`config.mk`:
```
export PLATFORM = sky130hd
export DESIGN_NAME = jtag_axi_slave
export DESIGN_NICKNAME = d
export VERILOG_FILES = /design/src/hdl/axi_pkg.sv /design/src/hdl/jtag_pkg.sv /design/src/hdl/fifo_if.sv /design/src/hdl/bus_ctrl.sv /design/src/hdl/jtag_axi_slave.sv /design/src/hdl/shift_engine.sv /design/src/hdl/word_fifo.sv
export SDC_FILE = /design/constraint.sdc
export NUM_CORES = 2
export LEC_CHECK = 0
export ABC_AREA = 1
export BUFFER_PORTS_ARGS = -buffer_cell sky130_fd_sc_hd__buf_4
export CELL_PAD_IN_SITES_DETAIL_PLACEMENT = 1
export CELL_PAD_IN_SITES_GLOBAL_PLACEMENT = 1
export CORE_MARGIN = 5
export CORE_UTILIZATION = 54
export DETAILED_ROUTE_END_ITERATION = 7
export PLACE_DENSITY_LB_ADDON = 0.1
export SYNTH_ARGS = -nofsm -noshare
export SYNTH_HDL_FRONTEND = slang
export SYNTH_SLANG_ARGS = --single-unit
export TNS_END_PERCENT = 10
```
`constraint.sdc`:
```
create_clock -name clk -period 7.7 [get_ports clk]
set_input_delay 1.155 -clock clk [delete_from_list [all_inputs] [get_ports clk]]
set_output_delay 1.155 -clock clk [all_outputs]
set_load 0.005 [all_outputs]
```
`src/hdl/axi_pkg.sv`:
```
`default_nettype none

package axi_pkg;

    localparam int ID_W   = 4;
    localparam int ADDR_W = 32;
    localparam int DATA_W = 32;
    localparam int LEN_W  = 8;
    localparam int STRB_W = 4;

    localparam logic [ADDR_W-1:0] SLAVE_BASE_ADDR = 32'h1000_0000;

    // word offsets from the base
    localparam logic [ADDR_W-1:0] REG_STATUS    = 32'd0;
    localparam logic [ADDR_W-1:0] REG_SHIFT_OUT = 32'd1;
    localparam logic [ADDR_W-1:0] REG_SHIFT_IN  = 32'd2;
    localparam logic [ADDR_W-1:0] REG_SHIFT_CMD = 32'd3;

    localparam logic [1:0] BURST_FIXED = 2'd0;
    localparam logic [1:0] BURST_INCR  = 2'd1;
    localparam logic [1:0] RESP_OKAY   = 2'd0;
    localparam logic [1:0] RESP_SLVERR = 2'd2;

    localparam logic [DATA_W-1:0] ERR_READ_DATA = '1;

endpackage

`default_nettype wire

```
`src/hdl/jtag_pkg.sv`:
```
`default_nettype none

package jtag_pkg;

    // command word is {cmd, cycles}
    localparam int CMD_W   = 4;
    localparam int CYCLE_W = 28;

    localparam logic [CMD_W-1:0] CMD_TMS_HIGH = 4'd1;
    localparam logic [CMD_W-1:0] CMD_TMS_LOW  = 4'd2;
    localparam logic [CMD_W-1:0] CMD_SHIFT    = 4'd3;

    localparam int CMD_DEPTH  = 8;
    localparam int DATA_DEPTH = 16;

    // status register layout, one byte per fifo
    localparam int ST_OUT_CLR   = 0;
    localparam int ST_OUT_EMPTY = 1;
    localparam int ST_OUT_FULL  = 2;
    localparam int ST_IN_CLR    = 8;
    localparam int ST_IN_EMPTY  = 9;
    localparam int ST_IN_FULL   = 10;
    localparam int ST_CMD_CLR   = 16;
    localparam int ST_CMD_EMPTY = 17;
    localparam int ST_CMD_FULL  = 18;
    localparam int ST_CMD_DONE  = 24;

endpackage

`default_nettype wire

```
`src/hdl/fifo_if.sv`:
```
`timescale 1ns/1ps
`default_nettype none

interface fifo_if;

    logic                       push;
    logic [axi_pkg::DATA_W-1:0] push_data;
    logic                       pop;
    logic [axi_pkg::DATA_W-1:0] pop_data;   // head word, valid while not empty
    logic                       empty;
    logic                       full;

    modport producer (output push, output push_data, input full, input empty);
    modport consumer (output pop, input pop_data, input empty, input full);
    modport storage (
        input  push, input  push_data, input  pop,
        output pop_data, output empty, output full
    );

endinterface

`default_nettype wire

```
`src/hdl/bus_ctrl.sv`:
```
`timescale 1ns/1ps
`default_nettype none

module bus_ctrl (
    input  logic                        clk,
    input  logic                        jtag_rstn_sync,
    input  logic [axi_pkg::ID_W-1:0]    wr_addr_id,
    input  logic [axi_pkg::ADDR_W-1:0]  wr_addr,
    input  logic [axi_pkg::LEN_W-1:0]   wr_addr_len,
    input  logic [1:0]                  wr_addr_burst,
    input  logic                        wr_addr_valid,
    output logic                        wr_addr_ready,
    input  logic [axi_pkg::DATA_W-1:0]  wr_data,
    input  logic [axi_pkg::STRB_W-1:0]  wr_strb,
    input  logic                        wr_data_last,
    input  logic                        wr_data_valid,
    output logic                        wr_data_ready,
    output logic [axi_pkg::ID_W-1:0]    wr_back_id,
    output logic [1:0]                  wr_back_resp,
    output logic                        wr_back_valid,
    input  logic                        wr_back_ready,
    input  logic [axi_pkg::ID_W-1:0]    rd_addr_id,
    input  logic [axi_pkg::ADDR_W-1:0]  rd_addr,
    input  logic [axi_pkg::LEN_W-1:0]   rd_addr_len,
    input  logic [1:0]                  rd_addr_burst,
    input  logic                        rd_addr_valid,
    output logic                        rd_addr_ready,
    output logic [axi_pkg::ID_W-1:0]    rd_back_id,
    output logic [axi_pkg::DATA_W-1:0]  rd_data,
    output logic [1:0]                  rd_data_resp,
    output logic                        rd_data_last,
    output logic                        rd_data_valid,
    input  logic                        rd_data_ready,
    input  logic                        engine_idle,
    output logic                        clr_cmd,
    output logic                        clr_in,
    output logic                        clr_out,
    fifo_if.producer                    cmd_fifo,
    fifo_if.producer                    in_fifo,
    fifo_if.consumer                    out_fifo
);

    localparam logic [1:0] WR_IDLE = 2'd0;
    localparam logic [1:0] WR_DATA = 2'd1;
    localparam logic [1:0] WR_RESP = 2'd2;

    logic [1:0]                 wr_state;
    logic [axi_pkg::ID_W-1:0]   wr_id;
    logic [1:0]                 wr_burst;
    logic [axi_pkg::LEN_W-1:0]  wr_len;
    logic [axi_pkg::LEN_W-1:0]  wr_cnt;
    logic [axi_pkg::ADDR_W-1:0] wr_off;
    logic                       wr_err;     // sticky over the burst
    logic                       wr_beat_err;
    logic                       wr_fire;
    logic                       status_wr;
    logic                       rd_busy;
    logic [axi_pkg::ID_W-1:0]   rd_id;
    logic [1:0]                 rd_burst;
    logic [axi_pkg::LEN_W-1:0]  rd_len;
    logic [axi_pkg::LEN_W-1:0]  rd_cnt;
    logic [axi_pkg::ADDR_W-1:0] rd_off;
    logic                       rd_beat_err;
    logic                       rd_fire;
    logic [axi_pkg::DATA_W-1:0] status_word;

    // a write LAST that misses beat LEN also errs
    assign wr_beat_err = !(wr_burst == axi_pkg::BURST_FIXED || wr_burst == axi_pkg::BURST_INCR)
                      || !(wr_off == axi_pkg::REG_STATUS || wr_off == axi_pkg::REG_SHIFT_IN
                           || wr_off == axi_pkg::REG_SHIFT_CMD)
                      || (wr_data_last != (wr_cnt == wr_len));
    assign wr_addr_ready = (wr_state == WR_IDLE);
    assign wr_data_ready = (wr_state == WR_DATA) && (wr_beat_err
                         || (wr_off == axi_pkg::REG_SHIFT_IN  ? !in_fifo.full  :
                             wr_off == axi_pkg::REG_SHIFT_CMD ? !cmd_fifo.full : 1'b1));
    assign wr_fire        = wr_data_valid && wr_data_ready;
    assign wr_back_valid  = (wr_state == WR_RESP);
    assign wr_back_resp   = wr_err ? axi_pkg::RESP_SLVERR : axi_pkg::RESP_OKAY;
    assign wr_back_id     = wr_id;
    assign status_wr      = wr_fire && !wr_beat_err && (wr_off == axi_pkg::REG_STATUS);
    assign in_fifo.push   = wr_fire && !wr_beat_err && (wr_off == axi_pkg::REG_SHIFT_IN);
    assign cmd_fifo.push  = wr_fire && !wr_beat_err && (wr_off == axi_pkg::REG_SHIFT_CMD);
    assign in_fifo.push_data  = wr_data;
    assign cmd_fifo.push_data = wr_data;

    always_ff @(posedge clk or negedge jtag_rstn_sync) begin
        if (!jtag_rstn_sync) begin
            wr_state <= WR_IDLE;
            wr_err   <= 1'b0;
            wr_cnt   <= '0;
        end else begin
            case (wr_state)
                WR_IDLE: if (wr_addr_valid) begin
                    wr_state <= WR_DATA;
                    wr_err   <= 1'b0;
                    wr_cnt   <= '0;
                end
                WR_DATA: if (wr_fire) begin
                    wr_err <= wr_err || wr_beat_err;
                    wr_cnt <= wr_cnt + 1'b1;
                    if (wr_data_last)
                        wr_state <= WR_RESP;
                end
                WR_RESP: if (wr_back_ready)
                    wr_state <= WR_IDLE;
                default: wr_state <= WR_IDLE;
            endcase
        end
    end

    always_ff @(posedge clk) begin
        if (wr_addr_valid && wr_addr_ready) begin
            wr_id    <= wr_addr_id;
            wr_burst <= wr_addr_burst;
            wr_len   <= wr_addr_len;
            wr_off   <= wr_addr - axi_pkg::SLAVE_BASE_ADDR;
        end else if (wr_fire && wr_burst == axi_pkg::BURST_INCR) begin
            wr_off <= wr_off + 1'b1;
        end
    end

    // read channel
    assign rd_beat_err = !(rd_burst == axi_pkg::BURST_FIXED || rd_burst == axi_pkg::BURST_INCR)
                      || !(rd_off == axi_pkg::REG_STATUS || rd_off == axi_pkg::REG_SHIFT_OUT);
    assign rd_addr_ready = !rd_busy;
    assign rd_data_valid = rd_busy
                        && (rd_beat_err || rd_off == axi_pkg::REG_STATUS || !out_fifo.empty);
    assign rd_data_last  = rd_data_valid && (rd_cnt == rd_len);
    assign rd_data_resp  = rd_beat_err ? axi_pkg::RESP_SLVERR : axi_pkg::RESP_OKAY;
    assign rd_back_id    = rd_id;
    assign rd_data       = rd_beat_err                  ? axi_pkg::ERR_READ_DATA :
                           rd_off == axi_pkg::REG_STATUS ? status_word : out_fifo.pop_data;
    assign rd_fire       = rd_data_valid && rd_data_ready;
    assign out_fifo.pop  = rd_fire && !rd_beat_err && (rd_off == axi_pkg::REG_SHIFT_OUT);

    always_ff @(posedge clk or negedge jtag_rstn_sync) begin
        if (!jtag_rstn_sync) begin
            rd_busy <= 1'b0;
            rd_cnt  <= '0;
        end else if (!rd_busy) begin
            rd_busy <= rd_addr_valid;
            rd_cnt  <= '0;
        end else if (rd_fire) begin
            rd_cnt <= rd_cnt + 1'b1;
            if (rd_data_last)
                rd_busy <= 1'b0;
        end
    end

    always_ff @(posedge clk) begin
        if (rd_addr_valid && rd_addr_ready) begin
            rd_id    <= rd_addr_id;
            rd_burst <= rd_addr_burst;
            rd_len   <= rd_addr_len;
            rd_off   <= rd_addr - axi_pkg::SLAVE_BASE_ADDR;
        end else if (rd_fire && rd_burst == axi_pkg::BURST_INCR) begin
            rd_off <= rd_off + 1'b1;
        end
    end

    // flush bits live for one cycle only
    always_ff @(posedge clk or negedge jtag_rstn_sync) begin
        if (!jtag_rstn_sync) begin
            clr_out <= 1'b0;
            clr_in  <= 1'b0;
            clr_cmd <= 1'b0;
        end else begin
            clr_out <= status_wr && wr_strb[jtag_pkg::ST_OUT_CLR/8] && wr_data[jtag_pkg::ST_OUT_CLR];
            clr_in  <= status_wr && wr_strb[jtag_pkg::ST_IN_CLR/8] && wr_data[jtag_pkg::ST_IN_CLR];
            clr_cmd <= status_wr && wr_strb[jtag_pkg::ST_CMD_CLR/8] && wr_data[jtag_pkg::ST_CMD_CLR];
        end
    end

    always_comb begin
        status_word = '0;
        status_word[jtag_pkg::ST_OUT_CLR]   = clr_out;
        status_word[jtag_pkg::ST_OUT_EMPTY] = out_fifo.empty;
        status_word[jtag_pkg::ST_OUT_FULL]  = out_fifo.full;
        status_word[jtag_pkg::ST_IN_CLR]    = clr_in;
        status_word[jtag_pkg::ST_IN_EMPTY]  = in_fifo.empty;
        status_word[jtag_pkg::ST_IN_FULL]   = in_fifo.full;
        status_word[jtag_pkg::ST_CMD_CLR]   = clr_cmd;
        status_word[jtag_pkg::ST_CMD_EMPTY] = cmd_fifo.empty;
        status_word[jtag_pkg::ST_CMD_FULL]  = cmd_fifo.full;
        status_word[jtag_pkg::ST_CMD_DONE]  = cmd_fifo.empty && engine_idle;
    end

    assert property (@(posedge clk) disable iff (!jtag_rstn_sync)
        wr_back_valid && !wr_back_ready |=> wr_back_valid && $stable(wr_back_resp));
    assert property (@(posedge clk) disable iff (!jtag_rstn_sync)
        rd_data_valid && !rd_data_ready
        |=> rd_data_valid && $stable(rd_data_last) && $stable(rd_data_resp));

endmodule

`default_nettype wire

```
`src/hdl/jtag_axi_slave.sv`:
```
`timescale 1ns/1ps
`default_nettype none

module jtag_axi_slave (
    input  logic                        clk,
    input  logic                        jtag_rstn_sync,
    output logic                        tck,
    output logic                        tms,
    output logic                        tdi,
    input  logic                        tdo,
    input  logic [axi_pkg::ID_W-1:0]    wr_addr_id,
    input  logic [axi_pkg::ADDR_W-1:0]  wr_addr,
    input  logic [axi_pkg::LEN_W-1:0]   wr_addr_len,
    input  logic [1:0]                  wr_addr_burst,
    input  logic                        wr_addr_valid,
    output logic                        wr_addr_ready,
    input  logic [axi_pkg::DATA_W-1:0]  wr_data,
    input  logic [axi_pkg::STRB_W-1:0]  wr_strb,
    input  logic                        wr_data_last,
    input  logic                        wr_data_valid,
    output logic                        wr_data_ready,
    output logic [axi_pkg::ID_W-1:0]    wr_back_id,
    output logic [1:0]                  wr_back_resp,
    output logic                        wr_back_valid,
    input  logic                        wr_back_ready,
    input  logic [axi_pkg::ID_W-1:0]    rd_addr_id,
    input  logic [axi_pkg::ADDR_W-1:0]  rd_addr,
    input  logic [axi_pkg::LEN_W-1:0]   rd_addr_len,
    input  logic [1:0]                  rd_addr_burst,
    input  logic                        rd_addr_valid,
    output logic                        rd_addr_ready,
    output logic [axi_pkg::ID_W-1:0]    rd_back_id,
    output logic [axi_pkg::DATA_W-1:0]  rd_data,
    output logic [1:0]                  rd_data_resp,
    output logic                        rd_data_last,
    output logic                        rd_data_valid,
    input  logic                        rd_data_ready
);

    logic clr_cmd;
    logic clr_in;
    logic clr_out;
    logic engine_idle;

    fifo_if cmd_fifo ();
    fifo_if in_fifo ();
    fifo_if out_fifo ();

    word_fifo #(.DEPTH(jtag_pkg::CMD_DEPTH)) u_cmd_fifo (
        .clk, .jtag_rstn_sync, .clr(clr_cmd), .fifo(cmd_fifo.storage)
    );
    word_fifo #(.DEPTH(jtag_pkg::DATA_DEPTH)) u_in_fifo (
        .clk, .jtag_rstn_sync, .clr(clr_in), .fifo(in_fifo.storage)
    );
    word_fifo #(.DEPTH(jtag_pkg::DATA_DEPTH)) u_out_fifo (
        .clk, .jtag_rstn_sync, .clr(clr_out), .fifo(out_fifo.storage)
    );

    bus_ctrl u_bus_ctrl (
        .clk, .jtag_rstn_sync,
        .wr_addr_id, .wr_addr, .wr_addr_len, .wr_addr_burst, .wr_addr_valid, .wr_addr_ready,
        .wr_data, .wr_strb, .wr_data_last, .wr_data_valid, .wr_data_ready,
        .wr_back_id, .wr_back_resp, .wr_back_valid, .wr_back_ready,
        .rd_addr_id, .rd_addr, .rd_addr_len, .rd_addr_burst, .rd_addr_valid, .rd_addr_ready,
        .rd_back_id, .rd_data, .rd_data_resp, .rd_data_last, .rd_data_valid, .rd_data_ready,
        .engine_idle, .clr_cmd, .clr_in, .clr_out,
        .cmd_fifo(cmd_fifo.producer), .in_fifo(in_fifo.producer), .out_fifo(out_fifo.consumer)
    );

    shift_engine u_shift_engine (
        .clk, .jtag_rstn_sync, .tdo, .tck, .tms, .tdi, .engine_idle,
        .cmd_fifo(cmd_fifo.consumer), .in_fifo(in_fifo.consumer), .out_fifo(out_fifo.producer)
    );

endmodule

`default_nettype wire

```
`src/hdl/shift_engine.sv`:
```
`timescale 1ns/1ps
`default_nettype none

module shift_engine (
    input  logic      clk,
    input  logic      jtag_rstn_sync,
    input  logic      tdo,
    output logic      tck,
    output logic      tms,
    output logic      tdi,
    output logic      engine_idle,
    fifo_if.consumer  cmd_fifo,
    fifo_if.consumer  in_fifo,
    fifo_if.producer  out_fifo
);

    logic                                busy;
    logic                                armed;    // tms/tdi ready for next rise
    logic [jtag_pkg::CMD_W-1:0]          cmd_q;
    logic [jtag_pkg::CYCLE_W-1:0]        cnt;      // cycles left incl. current
    logic [$clog2(axi_pkg::DATA_W)-1:0]  bit_idx;
    logic [$clog2(axi_pkg::DATA_W)-1:0]  pres_idx;
    logic [axi_pkg::DATA_W-1:0]          out_word;
    logic [jtag_pkg::CMD_W-1:0]          new_cmd;
    logic [jtag_pkg::CYCLE_W-1:0]        new_cycles;
    logic                                new_ok;
    logic                                is_shift;
    logic                                word_end;
    logic                                pres_last;
    logic                                data_ok;
    logic                                present;
    logic                                rise;

    assign new_cmd    = cmd_fifo.pop_data[axi_pkg::DATA_W-1 -: jtag_pkg::CMD_W];
    assign new_cycles = cmd_fifo.pop_data[jtag_pkg::CYCLE_W-1:0];
    assign new_ok     = (new_cmd == jtag_pkg::CMD_TMS_HIGH || new_cmd == jtag_pkg::CMD_TMS_LOW
                         || new_cmd == jtag_pkg::CMD_SHIFT) && (new_cycles != '0);
    assign cmd_fifo.pop = !busy && !cmd_fifo.empty;   // bad commands dropped here
    assign engine_idle  = !busy;

    assign is_shift  = (cmd_q == jtag_pkg::CMD_SHIFT);
    assign word_end  = (bit_idx == '1) || (cnt == 1);
    // while tck is high the bit after the current one gets set up
    assign pres_idx  = tck ? bit_idx + 1'b1 : bit_idx;
    assign pres_last = tck ? (cnt == 2) : (cnt == 1);
    assign data_ok   = !is_shift || !in_fifo.empty;
    assign present   = busy && (tck ? (cnt != 1) : !armed) && data_ok;
    assign rise      = busy && !tck && armed && !(is_shift && word_end && out_fifo.full);

    // word done on this rise, tdo goes straight into the pushed word
    assign in_fifo.pop        = rise && is_shift && word_end && !in_fifo.empty;
    assign out_fifo.push      = rise && is_shift && word_end;
    assign out_fifo.push_data = out_word | ({{(axi_pkg::DATA_W-1){1'b0}}, tdo} << bit_idx);

    always_ff @(posedge clk or negedge jtag_rstn_sync) begin
        if (!jtag_rstn_sync) begin
            busy    <= 1'b0;
            armed   <= 1'b0;
            tck     <= 1'b0;
            tms     <= 1'b0;
            tdi     <= 1'b0;
            cmd_q   <= '0;
            cnt     <= '0;
            bit_idx <= '0;
        end else begin
            if (!busy) begin
                if (cmd_fifo.pop && new_ok) begin
                    busy    <= 1'b1;
                    armed   <= 1'b0;
                    cmd_q   <= new_cmd;
                    cnt     <= new_cycles;
                    bit_idx <= '0;
                end
            end else if (tck) begin
                tck   <= 1'b0;             // falling edge
                armed <= present;
                if (cnt == 1) begin
                    busy <= 1'b0;
                end else begin
                    cnt     <= cnt - 1'b1;
                    bit_idx <= pres_idx;
                end
            end else if (present) begin
                armed <= 1'b1;             // waited for in_fifo data
            end else if (rise) begin
                tck <= 1'b1;
            end
            if (present) begin
                tms <= is_shift ? pres_last : (cmd_q == jtag_pkg::CMD_TMS_HIGH);
                tdi <= is_shift && in_fifo.pop_data[pres_idx];
            end
        end
    end

    // captured bits, cleared between words
    always_ff @(posedge clk) begin
        if (!busy || out_fifo.push)
            out_word <= '0;
        else if (rise)
            out_word[bit_idx] <= tdo;
    end

    assert property (@(posedge clk) disable iff (!jtag_rstn_sync)
        engine_idle |=> $stable(tck));

endmodule

`default_nettype wire

```
`src/hdl/word_fifo.sv`:
```
`timescale 1ns/1ps
`default_nettype none

module word_fifo #(
    parameter int DEPTH = 16
) (
    input  logic    clk,
    input  logic    jtag_rstn_sync,
    input  logic    clr,             // flush pulse
    fifo_if.storage fifo
);

    logic [axi_pkg::DATA_W-1:0] mem [DEPTH];
    logic [$clog2(DEPTH)-1:0]   wr_ptr;
    logic [$clog2(DEPTH)-1:0]   rd_ptr;
    logic [$clog2(DEPTH):0]     count;
    logic                       do_push;
    logic                       do_pop;

    assign do_push       = fifo.push && !fifo.full;
    assign do_pop        = fifo.pop && !fifo.empty;
    assign fifo.empty    = (count == '0);
    assign fifo.full     = (count == DEPTH);
    assign fifo.pop_data = mem[rd_ptr];    // fall-through head

    always_ff @(posedge clk) begin
        if (do_push)
            mem[wr_ptr] <= fifo.push_data;
    end

    always_ff @(posedge clk or negedge jtag_rstn_sync) begin
        if (!jtag_rstn_sync) begin
            wr_ptr <= '0;
            rd_ptr <= '0;
            count  <= '0;
        end else if (clr) begin
            wr_ptr <= '0;
            rd_ptr <= '0;
            count  <= '0;
        end else begin
            if (do_push)
                wr_ptr <= wr_ptr + 1'b1;   // depth is a power of two
            if (do_pop)
                rd_ptr <= rd_ptr + 1'b1;
            count <= count + do_push - do_pop;
        end
    end

    // both sides of the fifo must honour the flags
    assert property (@(posedge clk) disable iff (!jtag_rstn_sync) fifo.push |-> !fifo.full);
    assert property (@(posedge clk) disable iff (!jtag_rstn_sync) fifo.pop |-> !fifo.empty);

endmodule

`default_nettype wire

```
# After elaboration in Yosys (flattened, before gate mapping)
# Memories as Yosys holds them, arrays and structs flattened.
# Cells that the tools add are included.
[totals]
ramBits = 1280
in_bits = 137
n_memories = 3
output_inout_bits = 53
reg_bits = 225
[op_classes]
n_reduce_logical = 102
muxes = 75
n_shift = 1
order_cmp = 3
eq_ne = 30
n_addsub = 20
bitwise_logic = 2
[memory_table]
columns = ["memory", "depth", "word_bits", "rd", "rd_clocked_by_memory_dff", "wr", "line_no", "text"]
rows = [
  ["u_in_fifo.mem", 16, 32, 1, 0, 1, "word_fifo.sv:13", "logic [axi_pkg::DATA_W-1:0] mem [DEPTH];"],
  ["u_out_fifo.mem", 16, 32, 1, 0, 1, "word_fifo.sv:13", ""],
  ["u_cmd_fifo.mem", 8, 32, 1, 0, 1, "word_fifo.sv:13", ""],
]
[ops]
columns = ["op", "n"]
rows = [
  ["32-bit 2-to-1 mux", 6],
  ["28-bit 2-to-1 mux", 4],
  ["32-bit by 1-bit adder with 32-bit output, second input constant", 2],
  ["32-bit by 2-bit equality test with 1-bit output, second input constant", 2],
  ["32-bit logical NOT", 2],
  ["32-bit by 29-bit subtractor with 32-bit output, second input constant", 2],
  ["1-bit logical AND", 43],
  ["4-bit 2-to-1 mux", 9],
  ["5-bit 2-to-1 mux", 7],
  ["32-bit bitwise mux", 1],
  ["32-bit by 1-bit equality test with 1-bit output, second input constant", 1],
  ["8-bit 2-to-1 mux", 4],
  ["32-bit bitwise OR", 1],
  ["1-bit by 5-bit left shift with 32-bit output", 1],
  ["1-bit 2-to-1 mux", 29],
  ["28-bit by 1-bit equality test with 1-bit output, second input constant", 1],
  ["28-bit by 2-bit equality test with 1-bit output, second input constant", 1],
  ["28-bit by 1-bit != test with 1-bit output, second input constant", 1],
  ["28-bit nonzero test", 1],
  ["28-bit by 1-bit subtractor with 28-bit output, second input constant", 1],
  ["2-bit nonzero test", 10],
  ["1-bit logical NOT", 18],
  ["1-bit logical OR", 17],
  ["4-bit by 1-bit adder with 4-bit output, second input constant", 4],
  ["other kinds (34)", 65],
]

# Logic depth before layout (Yosys ltp)
[logic_depth]
ltp_word = 15
ltp_mapped = 25

# By module
# Synthesis repeated with hierarchy kept, for this count alone.
[hier_totals]
hier_cells = 7521
area_unflattened_um2 = 71143.2
[by_module_without_submodules]
columns = ["module", "area_each_um2", "instances", "seq_area_each_um2", "cells_per_inst"]
rows = [
  ["word_fifo at u_out_fifo", 22957.0, 1, 15700.1, 2189],
  ["word_fifo at u_in_fifo", 22934.5, 1, 15700.1, 2189],
  ["word_fifo at u_cmd_fifo", 11758.8, 1, 7937.6, 1195],
  ["bus_ctrl", 7856.3, 1, 3338.2, 997],
  ["shift_engine", 5636.7, 1, 1691.6, 951],
]

# Least setup slack after synthesis
# No wires, ideal clock.
[synth_timing]
path_type = "input to register"
startpoint = "input wr_data_last"
endpoint = "memory u_cmd_fifo.mem[3][0] in the netlist's numbering, enable pin"
t_required_ns = 7.239
n_path_buf = 0
t_arrival_ns = 4.179
cell_stages = 8
setup_time_ns = 0.461
slack_ns = 3.060
cell_sequence = "inv_1 nand3_1 nand3_1 nor2_1 nand4_1 nor2_2 nand2_1 nor3_1"
[synth_via]
elab_chain_len = 10
word_cells_on_any_way = 11
classes_between = "eq/ne (1); mux (2); reduce/logical (8)"
[synth_rtl]
columns = ["element", "line_no", "text"]
rows = [
  ["from (decl)", "jtag_axi_slave.sv:19", "input logic wr_data_last,"],
  ["1-bit != test (*)", "bus_ctrl.sv:71", "|| (wr_data_last != (wr_cnt == wr_len));"],
  ["1-bit logical OR (*)", "bus_ctrl.sv:71", ""],
  ["1-bit logical OR", "bus_ctrl.sv:74", "|| (wr_off == axi_pkg::REG_SHIFT_IN ? !in_fifo.full :"],
  ["1-bit logical AND", "bus_ctrl.sv:73", "assign wr_data_ready = (wr_state == WR_DATA) && (wr_beat_err"],
  ["1-bit logical AND", "bus_ctrl.sv:76", "assign wr_fire = wr_data_valid && wr_data_ready;"],
  ["1-bit logical AND (*) (2 in series)", "bus_ctrl.sv:82", "assign cmd_fifo.push = wr_fire && !wr_beat_err && (wr_off == axi_pkg::REG_SHIFT_CMD);"],
  ["1-bit logical AND (*)", "word_fifo.sv:20", "assign do_push = fifo.push && !fifo.full;"],
  ["1-bit 2-to-1 mux (*)", "word_fifo.sv:27", "if (do_push)"],
  ["1-bit 2-to-1 mux (implied by the code) (*)", "word_fifo.sv:28", "mem[wr_ptr] <= fifo.push_data;"],
  ["to (decl)", "word_fifo.sv:13", ""],
]
# Mark *: on every way between the ends. The rest lies on a longest branch, timed or not.

# Worst setup path in the final report
[layout_timing]
startpoint = "register u_out_fifo.rd_ptr[1]"
endpoint = "output rd_data[17] in the netlist's numbering"
[layout_via]
elab_chain_len = 3
[layout_rtl]
columns = ["element", "line_no", "text"]
rows = [
  ["from (decl)", "word_fifo.sv:15", "logic [$clog2(DEPTH)-1:0] rd_ptr;"],
  ["from (signal assigned)", "word_fifo.sv:44", "rd_ptr <= rd_ptr + 1'b1;"],
  ["memory read 16 x 32 bit", "--", ""],
  ["32-bit 2-to-1 mux", "bus_ctrl.sv:132", "rd_off == axi_pkg::REG_STATUS ? status_word : out_fifo.pop_data;"],
  ["32-bit 2-to-1 mux", "bus_ctrl.sv:131", "assign rd_data = rd_beat_err ? axi_pkg::ERR_READ_DATA :"],
  ["to (decl)", "jtag_axi_slave.sv:33", "output logic [axi_pkg::DATA_W-1:0] rd_data,"],
]
# Every way passes these cells.

==> metrics.cfg <==
[grt]
grt_use_total_pct=30.2
antenna_found_initial=4
overflow=0
grt_max_degree=181
first_global_vias=48217
grt_pass1_wl_mm=288

[logic_synthesis]
synth-edff-count=1372
synthesis.area_sq_mm=0.0638
async_reset_ff_share_pct=6.71
ys.flop_type=edfxtp_1
ys_seq_elements=1505
synth.distinct_cells=55
synthCells=5660
ys_seq_area_share_pct=69.6
synth_area_per_cell_sq_um=11.3
ys_warn_count=0

[sta]
fin_tns_setup_ps=0
setup_viol=0
timing.final.ws_setup_ps=1950
hold_viol_final=0
fin_crit_sh_pct=74.7
tightest_slew_ps=1360
finClkSkew_ps=31.7
hold_slack_ps=330
rsz0062_at_grt=no
slew_headroom_pct=9.38
max_freq_ghz=0.174
fin_crit_ps=5750
slew_violations=0

[hold_path]
hp-class=input pin to asynchronous set/reset pin

[cells_and_area]
final_nets=6009
final_cells=7487
drive_gt1_share_pct=10.3
syn_to_final_growth_pct=13.3
post-route-util_pct=61.4
final_cell_area_sq_mm=0.0722
final_cell_mix=1487 x nand2_1, 1372 x edfxtp_1, 462 x nand3_1, 424 x nor2_1, 333 x o21ai_0
final_common_cell=nand2_1

[critical_path]
crit_arrival_ps=4600
r2r_slack_ps=2850
r2r_cells=15
cp-end-kind=primary output
crit_fanout=32
critPathKind=flop to primary output
required_ps=6550
reg2reg_from=u_cmd_fifo.rd_ptr[0]
crit_path_start_kind=flop
crit_start=u_out_fifo.rd_ptr[1]
r2r-end=u_shift_engine.cnt[14]
endpoint=rd_data[17]

[power]
netSwitchingFraction_pct=21.7
switchingPower_mw=3.78
finalPower_mw=17.5
peakVddDrop_v=0.000236
p_leak_nw=25.7
p_comb_share_pct=3.8
cellPowerDensity_mw_per_mm2=242
clockPowerShare_pct=43.7
power.internal_mw=13.7
seq_power_share_pct=52.4

[detailed_routing]
wl_mm=192
ant_nets=0
post_drt_wl_per_cell_microns=25.7
dr.pass1.iters=5
routed_via_density=6.11
vias=45765
drc=0
drt_iter0_drc=4149

[place]
dp_hpwl_mm=108
place_area_sq_mm=0.0671
placed_cells=7198
port-buffer-count=186
place.gp.congestion=0.817
pre_cts_ws_ps=2880

[cts]
postCtsHoldBufs=0
clockBufferDepth=3
clock_latency_ps=800
clkSinkCount=1505
h-tree-depth=4
cts_made_buffers=157
clockRootBuffer=clkbuf_16
cts_tree=done
cts_resized=0
postCtsSetupRepairBufs=0
path_clk_slew_ps=60

[floorplan]
dieArea_sq_mm=0.125
start_util_pct=54.2
core_sq_mm=0.118
dieHeight_microns=354
io_pins=190
std_cell_rows=126
die_width_microns=354

[outcome]
status=finished, final reports clean

[job]
cap_viol_max_count=0

[metal layers]
layer	vias up	wire length, microns	global-route usage [%]
li1	20316	-	-
met1	23237	76300	38.1
met2	1740	97100	53.0
met3	470	11800	4.52
met4	2	6900	11.3
met5	-	20	0
[registers in the layout (all words and copies together), names as in the netlist, 5 cells and up]
| register | count |
|---|---|
| u_in_fifo.mem | 512 |
| u_out_fifo.mem | 512 |
| u_cmd_fifo.mem | 256 |
| u_bus_ctrl.rd_off | 32 |
| u_bus_ctrl.wr_off | 32 |
| u_shift_engine.out_word | 32 |
| u_shift_engine.cnt | 28 |
| u_bus_ctrl.rd_cnt | 8 |
| u_bus_ctrl.rd_len | 8 |
| u_bus_ctrl.wr_cnt | 8 |
| u_bus_ctrl.wr_len | 8 |
| u_in_fifo.count | 5 |
| u_out_fifo.count | 5 |
| u_shift_engine.bit_idx | 5 |
[cell families (layout without fill, tap and decap cells)]
logic type      after synthesis  count (layout)  share of synthesized area, %
simple gates               2530            2530                          16.3
flops                      1505            1505                          69.6
compound gates              945             945                          8.50
buf+inv                     535             823                          3.34
xor+xnor                     91              91                          1.25
fa+ha+maj                    51              51                          1.04
mux                           2               2                        0.0314
other cells                   1               4                       0.00588
[power by group through the flow]
stage | registers, mW | clock network [mW] | logic [mW]
after floorplan | 9.30 | 0 | 0.389
after global placement | 9.32 | 0 | 0.641
after detailed placement | 9.33 | 0 | 0.673
after CTS | 9.16 | 7.73 | 0.676
after global routing | 9.17 | 8.11 | 0.756
final | 9.16 | 7.64 | 0.665
[worst min path at each step]
stage / startpoint / end / slack [ps] / cells after the start
4_1_cts: jtag_rstn_sync / u_out_fifo.rd_ptr[0] / 300 / 1
3_5_place_dp: u_shift_engine.out_word[18] / u_shift_engine.out_word[18] / 440 / 2
5_1_grt: jtag_rstn_sync / u_out_fifo.rd_ptr[3] / 330 / 1
2_1_floorplan: u_shift_engine.out_word[2] / u_shift_engine.out_word[2] / 420 / 2
6_report: jtag_rstn_sync / u_out_fifo.rd_ptr[0] / 330 / 1
3_3_place_gp: u_shift_engine.out_word[18] / u_shift_engine.out_word[18] / 430 / 2
[cell usage after synthesis, types with 9 or more instances]
| library cell | instances | area share [%] |
|---|---|---|
| nand2_1 | 1487 | 8.8 |
| edfxtp_1 | 1372 | 65 |
| nand3_1 | 462 | 3.6 |
| nor2_1 | 457 | 2.7 |
| o21ai_0 | 336 | 2.6 |
| a21oi_1 | 310 | 2.4 |
| clkbuf_1 | 219 | 1.3 |
| inv_1 | 217 | 1.3 |
| dfrtp_1 | 101 | 4.0 |
| o21ai_1 | 61 | 0.48 |
| xor2_1 | 59 | 0.81 |
| nand4_1 | 53 | 0.52 |
| ha_1 | 48 | 0.94 |
| nor3_1 | 38 | 0.30 |
| o211ai_1 | 37 | 0.44 |
| o22ai_1 | 36 | 0.35 |
| buf_1 | 34 | 0.20 |
| buf_2 | 33 | 0.26 |
| a221oi_1 | 32 | 0.44 |
| dfxtp_1 | 32 | 1.0 |
| xnor2_1 | 32 | 0.44 |
| a22oi_1 | 28 | 0.33 |
| o31ai_1 | 18 | 0.21 |
| a32o_1 | 15 | 0.24 |
| o221ai_1 | 13 | 0.18 |
| o311ai_0 | 11 | 0.15 |
| clkinv_1 | 10 | 0.059 |
| buf_4 | 9 | 0.11 |
[critical path: stages, from the launching register on]
cell and delay (ps):
dfrtp_2 680, nand2_1 710, clkinv_1 980, nand2_1 270, a21oi_1 70, o41ai_1 520
nand2_1 100, o211ai_1 250, buf_4 200
[layout make-up]
type                            count  area (sq um)
Fill cell                       11983         45400
Sequential cell                  1505         44400
Multi-Input combinational cell   3621         17600
Clock buffer                      202          4180
Timing Repair Buffer              302          2300
Tap cell                         1536          1920
Clock inverter                     85           942
Inverter                          234           895
Antenna cell                        2          5.00
No activity file was read; power rests on OpenSTA's default activity.
